<file path="src/logic/dkjr_pkg.sv">
// Shared bus types, memory map and FSM encoding for the DK Jr bus controller
// Imported by the decoder, latch bank, CPU control and top level
package dkjr_pkg;

   // ================================================
   // Bus and latch widths
   // ================================================
   typedef logic [15:0] addr_t;      // Z80 address bus
   typedef logic [7:0]  data_t;      // Z80 data bus
   typedef logic [4:0]  snd_cmd_t;   // Command byte for the sound CPU
   typedef logic [7:0]  ctrl_byte_t; // One addressable bit latch

   // ================================================
   // Memory map
   // ================================================
   localparam addr_t ROM_TOP       = 16'h5FFF; // Last program ROM byte
   localparam addr_t RAM_BASE      = 16'h6000; // Work RAM, three banks
   localparam addr_t RAM_BANK_SIZE = 16'h0400; // 1 KB per bank
   localparam addr_t OBJ_BASE      = 16'h7000; // Object RAM window
   localparam addr_t VRAM_BASE     = 16'h7400; // Tile RAM window
   localparam addr_t DMA_BASE      = 16'h7800; // DMA controller window
   localparam addr_t IO_BASE       = 16'h7C00; // Input ports and latches
   localparam addr_t IO_STRIDE     = 16'h0080; // Spacing of the I/O windows

   // System latch bit that enables the vblank NMI
   localparam logic [2:0] NMI_EN_BIT = 3'd4;

   // ================================================
   // Wait generator states
   // ================================================
   typedef enum logic [1:0] {
      WAIT_IDLE,    // No wait, CPU runs freely
      WAIT_HOLD,    // VRAM owned by video, CPU stretched
      WAIT_RELEASE  // Vblank seen, let the access finish
   } wait_state_t;

endpackage

</file>
<file path="src/logic/dkjr_addr_decode.sv">
// Combinational memory-map decoder for the Z80 bus
// Produces every chip select, the latch write strobes and the VRAM access flag
`timescale 1ns/1ps

module dkjr_addr_decode import dkjr_pkg::*; (
   input  addr_t      addr,
   input  logic       mreq_n,
   input  logic       rd_n,
   input  logic       wr_n,
   input  logic       rfsh_n,
   input  logic       wr_gate,     // Low blocks video RAM writes
   output logic       rom_cs_n,
   output logic [2:0] ram_cs_n,
   output logic       vid_grp_n,   // Object plus tile RAM group
   output logic       obj_rq_n,
   output logic       obj_rd_n,
   output logic       obj_wr_n,
   output logic       vram_rd_n,
   output logic       vram_wr_n,
   output logic       dma_cs_n,
   output logic [3:0] in_oe_n,     // Input port read enables
   output logic [3:0] latch_wr_n,  // Control latch write strobes
   output logic       vram_acc_n   // Any CPU access to tile RAM
);

   logic [7:0] page_n;  // 4 KB pages of the lower 32 KB
   logic [3:0] sub_n;   // 1 KB windows inside page 7
   logic [1:0] ram_idx; // Work RAM bank number
   logic [2:0] io_idx;  // 128-byte window inside the I/O area
   logic       mem_rd;
   logic       mem_wr;

   assign mem_rd = ~mreq_n & ~rd_n;
   assign mem_wr = ~mreq_n & ~wr_n;

   // ================================================
   // First stage, 4 KB pages
   // ================================================
   // Upper 32 KB is unused, refresh kills the whole tree here
   always_comb begin
      page_n = '1;
      if (rfsh_n && !addr[15])
         page_n[addr[14:12]] = 1'b0;
   end

   assign rom_cs_n = &page_n[ROM_TOP[14:12]:0]; // Pages 0 to 5

   // ================================================
   // Second stage, 1 KB windows and 128-byte ports
   // ================================================
   always_comb begin
      sub_n = '1;
      if (!page_n[OBJ_BASE[14:12]])
         sub_n[addr[11:10]] = 1'b0;
   end

   assign ram_idx = 2'((addr - RAM_BASE) >> $clog2(RAM_BANK_SIZE));
   assign io_idx  = 3'((addr - IO_BASE) >> $clog2(IO_STRIDE));

   // Work RAM, fourth bank slot left unused
   always_comb begin
      for (int k = 0; k < 3; k++) begin
         ram_cs_n[k] = page_n[RAM_BASE[14:12]] | ~(mem_rd | mem_wr)
                     | (ram_idx != 2'(k));
      end
   end

   // Video group, address only
   assign vid_grp_n = sub_n[OBJ_BASE[11:10]] & sub_n[VRAM_BASE[11:10]];

   // Object RAM
   assign obj_rq_n = sub_n[OBJ_BASE[11:10]] | mreq_n;
   assign obj_rd_n = sub_n[OBJ_BASE[11:10]] | ~mem_rd;
   assign obj_wr_n = sub_n[OBJ_BASE[11:10]] | ~(mem_wr & wr_gate); // Held off during wait

   // Tile RAM
   assign vram_rd_n  = sub_n[VRAM_BASE[11:10]] | ~mem_rd;
   assign vram_wr_n  = sub_n[VRAM_BASE[11:10]] | ~(mem_wr & wr_gate);
   assign vram_acc_n = sub_n[VRAM_BASE[11:10]] | mreq_n; // Feeds the wait generator

   assign dma_cs_n = sub_n[DMA_BASE[11:10]]; // Address only, DMA qualifies itself

   // I/O area, reads go to the input ports and writes to the latches
   always_comb begin
      for (int k = 0; k < 4; k++) begin
         in_oe_n[k]    = sub_n[IO_BASE[11:10]] | ~mem_rd | (io_idx != 3'(k));
         latch_wr_n[k] = sub_n[IO_BASE[11:10]] | ~mem_wr | (io_idx != 3'(k));
      end
   end

endmodule

</file>
<file path="src/logic/dkjr_bus_ctrl.sv">
// Top level of the CPU-side bus control
// Ties the address decoder, control latches and wait/NMI logic together
`timescale 1ns/1ps

module dkjr_bus_ctrl import dkjr_pkg::*; (
   input  logic       I_CLK12M,
   input  logic       I_RESET_n,
   input  logic       cpu_ce,
   input  addr_t      addr,
   input  data_t      data,
   input  logic       mreq_n,
   input  logic       rd_n,
   input  logic       wr_n,
   input  logic       rfsh_n,
   input  logic       vram_busy_n,
   input  logic       vblk_n,
   output logic       rom_cs_n,
   output logic [2:0] ram_cs_n,
   output logic       vid_grp_n,
   output logic       obj_rq_n,
   output logic       obj_rd_n,
   output logic       obj_wr_n,
   output logic       vram_rd_n,
   output logic       vram_wr_n,
   output logic       dma_cs_n,
   output logic [3:0] in_oe_n,
   output logic       wait_n,
   output logic       nmi_n,
   output logic [1:0] gfx_ctrl,
   output ctrl_byte_t sys_ctrl,
   output ctrl_byte_t snd_ctrl,
   output snd_cmd_t   snd_cmd
);

   logic [3:0] latch_wr_n; // Decoder to latch bank
   logic       vram_acc_n; // Decoder to wait FSM
   logic       wr_gate;    // Wait FSM back to decoder
   logic       nmi_en;     // System latch to NMI logic

   // ================================================
   // Submodules
   // ================================================
   dkjr_addr_decode i_decode (
      .addr       (addr),
      .mreq_n     (mreq_n),
      .rd_n       (rd_n),
      .wr_n       (wr_n),
      .rfsh_n     (rfsh_n),
      .wr_gate    (wr_gate),
      .rom_cs_n   (rom_cs_n),
      .ram_cs_n   (ram_cs_n),
      .vid_grp_n  (vid_grp_n),
      .obj_rq_n   (obj_rq_n),
      .obj_rd_n   (obj_rd_n),
      .obj_wr_n   (obj_wr_n),
      .vram_rd_n  (vram_rd_n),
      .vram_wr_n  (vram_wr_n),
      .dma_cs_n   (dma_cs_n),
      .in_oe_n    (in_oe_n),
      .latch_wr_n (latch_wr_n),
      .vram_acc_n (vram_acc_n)
   );

   dkjr_latch_bank i_latches (
      .I_CLK12M   (I_CLK12M),
      .I_RESET_n  (I_RESET_n),
      .addr       (addr),
      .data       (data),
      .latch_wr_n (latch_wr_n),
      .gfx_ctrl   (gfx_ctrl),
      .sys_ctrl   (sys_ctrl),
      .snd_ctrl   (snd_ctrl),
      .snd_cmd    (snd_cmd),
      .nmi_en     (nmi_en)
   );

   dkjr_cpu_ctrl i_cpu_ctrl (
      .I_CLK12M    (I_CLK12M),
      .I_RESET_n   (I_RESET_n),
      .cpu_ce      (cpu_ce),
      .vram_acc_n  (vram_acc_n),
      .vram_busy_n (vram_busy_n),
      .vblk_n      (vblk_n),
      .nmi_en      (nmi_en),
      .wait_n      (wait_n),
      .wr_gate     (wr_gate),
      .nmi_n       (nmi_n)
   );

endmodule

</file>
<file path="src/logic/dkjr_cpu_ctrl.sv">
// CPU wait-state generator, video write gate and vertical-blank NMI
// Stretches tile RAM accesses while video owns the RAM, released at vblank
`timescale 1ns/1ps

module dkjr_cpu_ctrl import dkjr_pkg::*; (
   input  logic I_CLK12M,
   input  logic I_RESET_n,
   input  logic cpu_ce,      // One pulse per CPU clock
   input  logic vram_acc_n,
   input  logic vram_busy_n, // Low while video reads tile RAM
   input  logic vblk_n,
   input  logic nmi_en,
   output logic wait_n,
   output logic wr_gate,     // High lets video RAM writes through
   output logic nmi_n
);

   wait_state_t state, state_nxt;
   logic        wr_dly;  // wait_n one cpu_ce late
   logic        vblk_q;  // Previous vblk_n for edge detect
   logic        nmi_q_n;

   // ================================================
   // Wait FSM
   // ================================================
   always_comb begin
      state_nxt = state;
      case (state)
         WAIT_IDLE: begin
            if (cpu_ce && !vram_acc_n && !vram_busy_n && vblk_n)
               state_nxt = WAIT_HOLD;
         end
         WAIT_HOLD: begin
            if (!vblk_n) // Vblank releases without waiting for cpu_ce
               state_nxt = WAIT_RELEASE;
         end
         WAIT_RELEASE: begin
            if (cpu_ce && vram_acc_n) // Stretched access has ended
               state_nxt = WAIT_IDLE;
         end
         default: state_nxt = WAIT_IDLE;
      endcase
   end

   always_ff @(posedge I_CLK12M or negedge I_RESET_n) begin
      if (!I_RESET_n) begin
         state  <= WAIT_IDLE;
         wr_dly <= 1'b1;
      end else begin
         state <= state_nxt;
         if (cpu_ce)
            wr_dly <= wait_n;
      end
   end

   assign wait_n = (state != WAIT_HOLD);

   // Gate closes with wait_n, reopens one cpu_ce after release
   assign wr_gate = wr_dly & wait_n;

   // ================================================
   // Vblank NMI
   // ================================================
   always_ff @(posedge I_CLK12M or negedge I_RESET_n) begin
      if (!I_RESET_n) begin
         vblk_q  <= 1'b1;
         nmi_q_n <= 1'b1;
      end else begin
         vblk_q <= vblk_n;
         if (!nmi_en)
            nmi_q_n <= 1'b1; // Mask clears a pending NMI
         else if (vblk_q && !vblk_n)
            nmi_q_n <= 1'b0; // Falling vblank edge
      end
   end

   assign nmi_n = nmi_q_n | ~nmi_en;

endmodule

</file>
<file path="src/logic/dkjr_latch_bank.sv">
// Write-only control latches of the CPU board
// Three addressable bit latches plus the sound command latch, written via latch_wr_n
`timescale 1ns/1ps

module dkjr_latch_bank import dkjr_pkg::*; (
   input  logic       I_CLK12M,
   input  logic       I_RESET_n,
   input  addr_t      addr,
   input  data_t      data,
   input  logic [3:0] latch_wr_n, // 0 snd cmd, 1 gfx, 2 snd ctrl, 3 system
   output logic [1:0] gfx_ctrl,   // Tile bank select and sound line
   output ctrl_byte_t sys_ctrl,   // Flip, NMI enable and friends
   output ctrl_byte_t snd_ctrl,   // Sound effect triggers
   output snd_cmd_t   snd_cmd,    // Command to the sound CPU
   output logic       nmi_en
);

   // One bit of an addressable latch takes the new data bit
   function automatic ctrl_byte_t bit_update(input ctrl_byte_t cur,
                                             input logic [2:0] sel,
                                             input logic       d);
      ctrl_byte_t nxt;
      nxt      = cur;
      nxt[sel] = d;
      return nxt;
   endfunction

   // ================================================
   // Sound command, plain 5-bit register
   // ================================================
   always_ff @(posedge I_CLK12M or negedge I_RESET_n) begin
      if (!I_RESET_n) begin
         snd_cmd <= '0;
      end else if (!latch_wr_n[0]) begin
         snd_cmd <= data[$bits(snd_cmd_t)-1:0];
      end
   end

   // ================================================
   // Addressable bit latches
   // ================================================
   // Graphics latch has two cells, only A0 counts
   always_ff @(posedge I_CLK12M or negedge I_RESET_n) begin
      if (!I_RESET_n) begin
         gfx_ctrl <= '0;
      end else if (!latch_wr_n[1]) begin
         gfx_ctrl[addr[0]] <= data[0];
      end
   end

   always_ff @(posedge I_CLK12M or negedge I_RESET_n) begin
      if (!I_RESET_n) begin
         snd_ctrl <= '0;
      end else if (!latch_wr_n[2]) begin
         snd_ctrl <= bit_update(snd_ctrl, addr[2:0], data[0]);
      end
   end

   always_ff @(posedge I_CLK12M or negedge I_RESET_n) begin
      if (!I_RESET_n) begin
         sys_ctrl <= '0;
      end else if (!latch_wr_n[3]) begin
         sys_ctrl <= bit_update(sys_ctrl, addr[2:0], data[0]);
      end
   end

   assign nmi_en = sys_ctrl[NMI_EN_BIT]; // Software NMI mask

endmodule

</file>
<file path="config.mk">
export PLATFORM = sky130hd
export DESIGN_NAME = dkjr_bus_ctrl
export DESIGN_NICKNAME = d
export VERILOG_FILES = /design/src/logic/dkjr_pkg.sv /design/src/logic/dkjr_addr_decode.sv /design/src/logic/dkjr_bus_ctrl.sv /design/src/logic/dkjr_cpu_ctrl.sv /design/src/logic/dkjr_latch_bank.sv
export SDC_FILE = /design/constraint.sdc
export NUM_CORES = 1
export LEC_CHECK = 0
export BUFFER_PORTS_ARGS = -buffer_cell sky130_fd_sc_hd__buf_2
export CORE_UTILIZATION = 34
export DETAILED_ROUTE_END_ITERATION = 7
export RECOVER_POWER = 50
export SYNTH_ARGS = -nofsm -noshare
export SYNTH_HDL_FRONTEND = slang
export SYNTH_SLANG_ARGS = --single-unit
</file>
<file path="constraint.sdc">
create_clock -name I_CLK12M -period 1.03 [get_ports I_CLK12M]
set_input_delay 0.103 -clock I_CLK12M [delete_from_list [all_inputs] [get_ports I_CLK12M]]
set_output_delay 0.103 -clock I_CLK12M [all_outputs]
set_load 0.1 [all_outputs]
</file>
==> tab_implementation.tex <==
\begin{tabular}{lr}
\hline
Metric & Value \\
\hline
\multicolumn{2}{l}{\textbf{GRT}} \\
\quad Total GRT Usage & 0.203 \\
\quad Leftover overflow at the end of global routing & 0 \\
\quad Number of antenna violations at the first check in global routing & 0 \\
\quad Via count of the first global-routing pass & 1566 \\
\quad Pin count of the biggest net entering global routing & 20 \\
\quad Global-route wire length before repair & 7.67 mm \\
\multicolumn{2}{l}{\textbf{Worst setup path}} \\
\quad Capturing element type of the critical path & output port \\
\quad Required time of the critical path & 930 ps \\
\quad CP Launch Type & flop \\
\quad Arrival time worst endpoint & 1570 ps \\
\quad Max FO, Critical Path & 2 \\
\quad Worst Setup Path Type & flop to output port \\
\multicolumn{2}{l}{\textbf{Floorplanning}} \\
\quad Chip Width & 69.6 um \\
\quad Area enclosed by the die boundary & 4840 um\^{}2 \\
\quad Effective utilization at floorplan & 0.354 \\
\quad Die span in y & 69.6 um \\
\quad Area of the core & 4380 um\^{}2 \\
\quad Count of standard-cell rows & 24 \\
\quad Total I/O pin count & 73 \\
\multicolumn{2}{l}{\textbf{Timing}} \\
\quad Actual transition at the worst max-transition pin & 551 ps \\
\quad Relative slew slack & 0.634 \\
\quad Number of pins with negative max-slew slack in the final report & 0 \\
\quad RSZ-0062 raised after global routing & true \\
\quad Clock Skew & 1.60 ps \\
\quad Hold violation total from the final report & 0 \\
\quad Maximum clock rate & 597 MHz \\
\quad Setup-failing EPs final & 34 \\
\quad Fraction of the cycle the final worst path needs & 1.63 \\
\quad Final WS setup & -644 ps \\
\quad Time the final worst path needs with I/O delays and setup & 1670 ps \\
\multicolumn{2}{l}{\textbf{Clock tree}} \\
\quad Number of buffers created by CTS & 3 \\
\quad CTS root buf & clkbuf\_8 \\
\quad Largest buffer count on any clock path & 2 \\
\quad Clock slew seen by the registers of the worst setup and hold paths & 90 ps \\
\quad Later-pin clock latency in the skew report & 270 ps \\
\quad Clock tree from TritonCTS & done \\
\quad Sinks on Clock Net & 28 \\
\quad H-tree level count & 1 \\
\multicolumn{2}{l}{\textbf{Placement}} \\
\quad Post-detailed-placement half-perimeter wirelength & 3.38 mm \\
\quad DP Cell Count & 258 \\
\quad Final Wtd Congestion & 0.811 \\
\quad Port Buf Inserts & 65 \\
\multicolumn{2}{l}{\textbf{Routing}} \\
\quad Routed via count divided by cell count & 5.29 \\
\quad WL per Instance & 17.1 um \\
\quad Total vias in the final route & 1475 \\
\quad DR DRC count & 0 \\
\quad Number of detailed-routing iterations run before antenna repair & 4 \\
\quad Total wire length & 4.76 mm \\
\quad Remaining antenna violation count after routing & 0 \\
\quad Initial DRC count & 56 \\
\multicolumn{2}{l}{\textbf{Yosys}} \\
\quad Share of synthesized registers carrying an async set or reset & 1.00 \\
\quad Number of warning messages in the yosys log & 0 \\
\quad Cell Area, Synth & 1550 um\^{}2 \\
\quad Share of the yosys chip area belonging to registers & 0.454 \\
\quad Synthesized area per cell & 11.6 um\^{}2 \\
\quad Net Count, Synth & 167 \\
\quad Total of flip-flops plus latches after synthesis & 28 \\
\quad Instance count of the mapped netlist & 134 \\
\quad Unique masters post-synth & 34 \\
\quad Top\_reg\_cell synth & dfrtp\_1 \\
\quad Number of enable flip-flop cells after synthesis & 0 \\
\multicolumn{2}{l}{\textbf{Layout}} \\
\quad Nets & 261 \\
\quad Number of non-filler instances in the completed layout & 279 \\
\quad Filler Cells Inserted & 301 \\
\quad Layout cells sized above 1 & 0.771 \\
\quad \# diodes & 0 \\
\quad Final core utilization & 0.713 \\
\quad Area growth, synth to finish & 101\% \\
\multicolumn{2}{l}{\textbf{Status}} \\
\quad Failing checks & setup timing \\
\quad Result of the run & finished, violations left \\
\multicolumn{2}{l}{\textbf{Power and ir drop}} \\
\quad Total power density per cell area & 698 nW/um\^{}2 \\
\quad Worst voltage drop across the vdd grid & 0.693 mV \\
\quad Static leakage & 1.40 nW \\
\multicolumn{2}{l}{\textbf{Hold path}} \\
\quad Hold WC Path Type & primary input to flop \\
\multicolumn{2}{l}{\textbf{Job}} \\
\quad Max-cap viol count & 0 \\
\hline
\end{tabular}
-- worst max-delay path, cell delays in order, from the launching register on --
cell	delay [ps]
dfstp_2	550
nand3_2	60
or4b_4	500
buf_8	190
-- power breakdown --
part	leakage (nW)	switching, W	total (W)	internal [W]
sequential	0.342	0.00000364	0.00111	0.00111
combinational	1.03	0.000222	0.000407	0.000185
clock	0.0288	0.000325	0.000667	0.000342
-- kinds of logic after synthesis --
logic type	Yosys count	share of synthesized area
simple gates	63	0.297
flops	28	0.454
compound gates	4	0.0177
mux	24	0.174
buf+inv	15	0.0580
-- final timing paths --
kind | startpoint | endpoint | slack (ps) | cells after the start
min in group asynchronous | I_RESET_n | i_latches.sys_ctrl[6] | 260 | 2
setup / recovery | i_cpu_ctrl.wr_dly | vram_wr_n | -640 | 3
hold reg to reg | i_cpu_ctrl.nmi_q_n | i_cpu_ctrl.nmi_q_n | 480 | 2
setup reg to reg | i_latches.gfx_ctrl[1] | i_latches.gfx_ctrl[1] | 20 | 2
hold / removal | data[3] | i_latches.snd_cmd[3] | 60 | 2
max in group asynchronous | I_RESET_n | i_latches.snd_cmd[0] | 170 | 3
-- routing by layer --
layer  share of wire  global-route usage  vias up  wire [um]
li1                -                   -      690          -
met1            0.38               0.225      722       1820
met2            0.54               0.370       55       2560
met3           0.058              0.0480        8        278
met4           0.022              0.0816        0        104
met5               0                   0        -          0
-- cell usage after synthesis, types with 2 or more instances --
| cell type | instances | area [um^2] |
|---|---|---|
| dfrtp_1 | 25 | 626 |
| nand4_1 | 20 | 125 |
| mux2_2 | 17 | 191 |
| mux2_1 | 7 | 78.8 |
| nand2_1 | 7 | 26.3 |
| buf_4 | 6 | 45.0 |
| nand2b_1 | 4 | 25.0 |
| nand3_1 | 4 | 20.0 |
| nand3b_1 | 4 | 30.0 |
| nor2_1 | 4 | 15.0 |
| and4bb_2 | 3 | 37.5 |
| buf_2 | 3 | 15.0 |
| dfstp_2 | 3 | 78.8 |
| and3_1 | 2 | 12.5 |
| and4b_1 | 2 | 20.0 |
| clkbuf_1 | 2 | 7.51 |
| inv_1 | 2 | 7.51 |
| nor3_1 | 2 | 10.0 |
| nor4b_4 | 2 | 47.6 |
-- placed cells by master, fill, tap and decap left out, drive strengths merged --
cell,count
buf,95
dfrtp,25
mux2,24
nand4,20
clkbuf,8
nand2,7
nand3b,4
nor2,4
nand2b,4
nand3,4
and4bb,3
nor4b,3
dfstp,3
nor3,2
inv,2
dlygate4sd3,2
and4b,2
and3,2
and2,1
nor2b,1
or4,1
or4b,1
nor4,1
and3b,1
nand4b,1
a21boi,1
o22ai,1
a41oi,1
nor3b,1
o21ai,1
bufbuf,1
-- timing repair --
item                                    4_1_cts  5_1_grt
buffers inserted                              9        8
endpoints found under the setup margin       30       43
pin swaps                                     7        8
hold buffers                                  2        0
hold endpoints to repair                     11        0
gates cloned                                  1        0
gates resized for setup                      30       16
-- per-stage QoR --
step	instance area, um^2	setup WS [ps]	setup TNS (ps)	total power (W)	hold WS, ps
2_1_floorplan	1670	-666	-7660	0.00129	-193
3_3_place_gp	2740	-443	-10840	0.00147	18.0
3_5_place_dp	2740	-477	-12460	0.00148	27.6
4_1_cts	3070	-659	-6530	0.00220	50.8
5_1_grt	3130	-688	-7380	0.00227	52.2
6_report	3130	-644	-6390	0.00218	58.5
-- registers in the layout (all words and copies together) (netlist names) --
name                cells
i_latches.snd_ctrl      8
i_latches.sys_ctrl      8
i_latches.snd_cmd       5
i_cpu_ctrl.state        2
i_latches.gfx_ctrl      2
i_cpu_ctrl.nmi_q_n      1
i_cpu_ctrl.vblk_q       1
i_cpu_ctrl.wr_dly       1
-- cell type report --
class                      count  area [um^2]  share of cell area
multi-input combinational     91          912               0.292
sequential                    28          736               0.235
timing repair buffer         102         1350               0.432
tap                           52         65.1              0.0208
clock buffer                   4         55.1              0.0176
inverter                       2         7.51             0.00240
(Power assumes the default switching activity.)
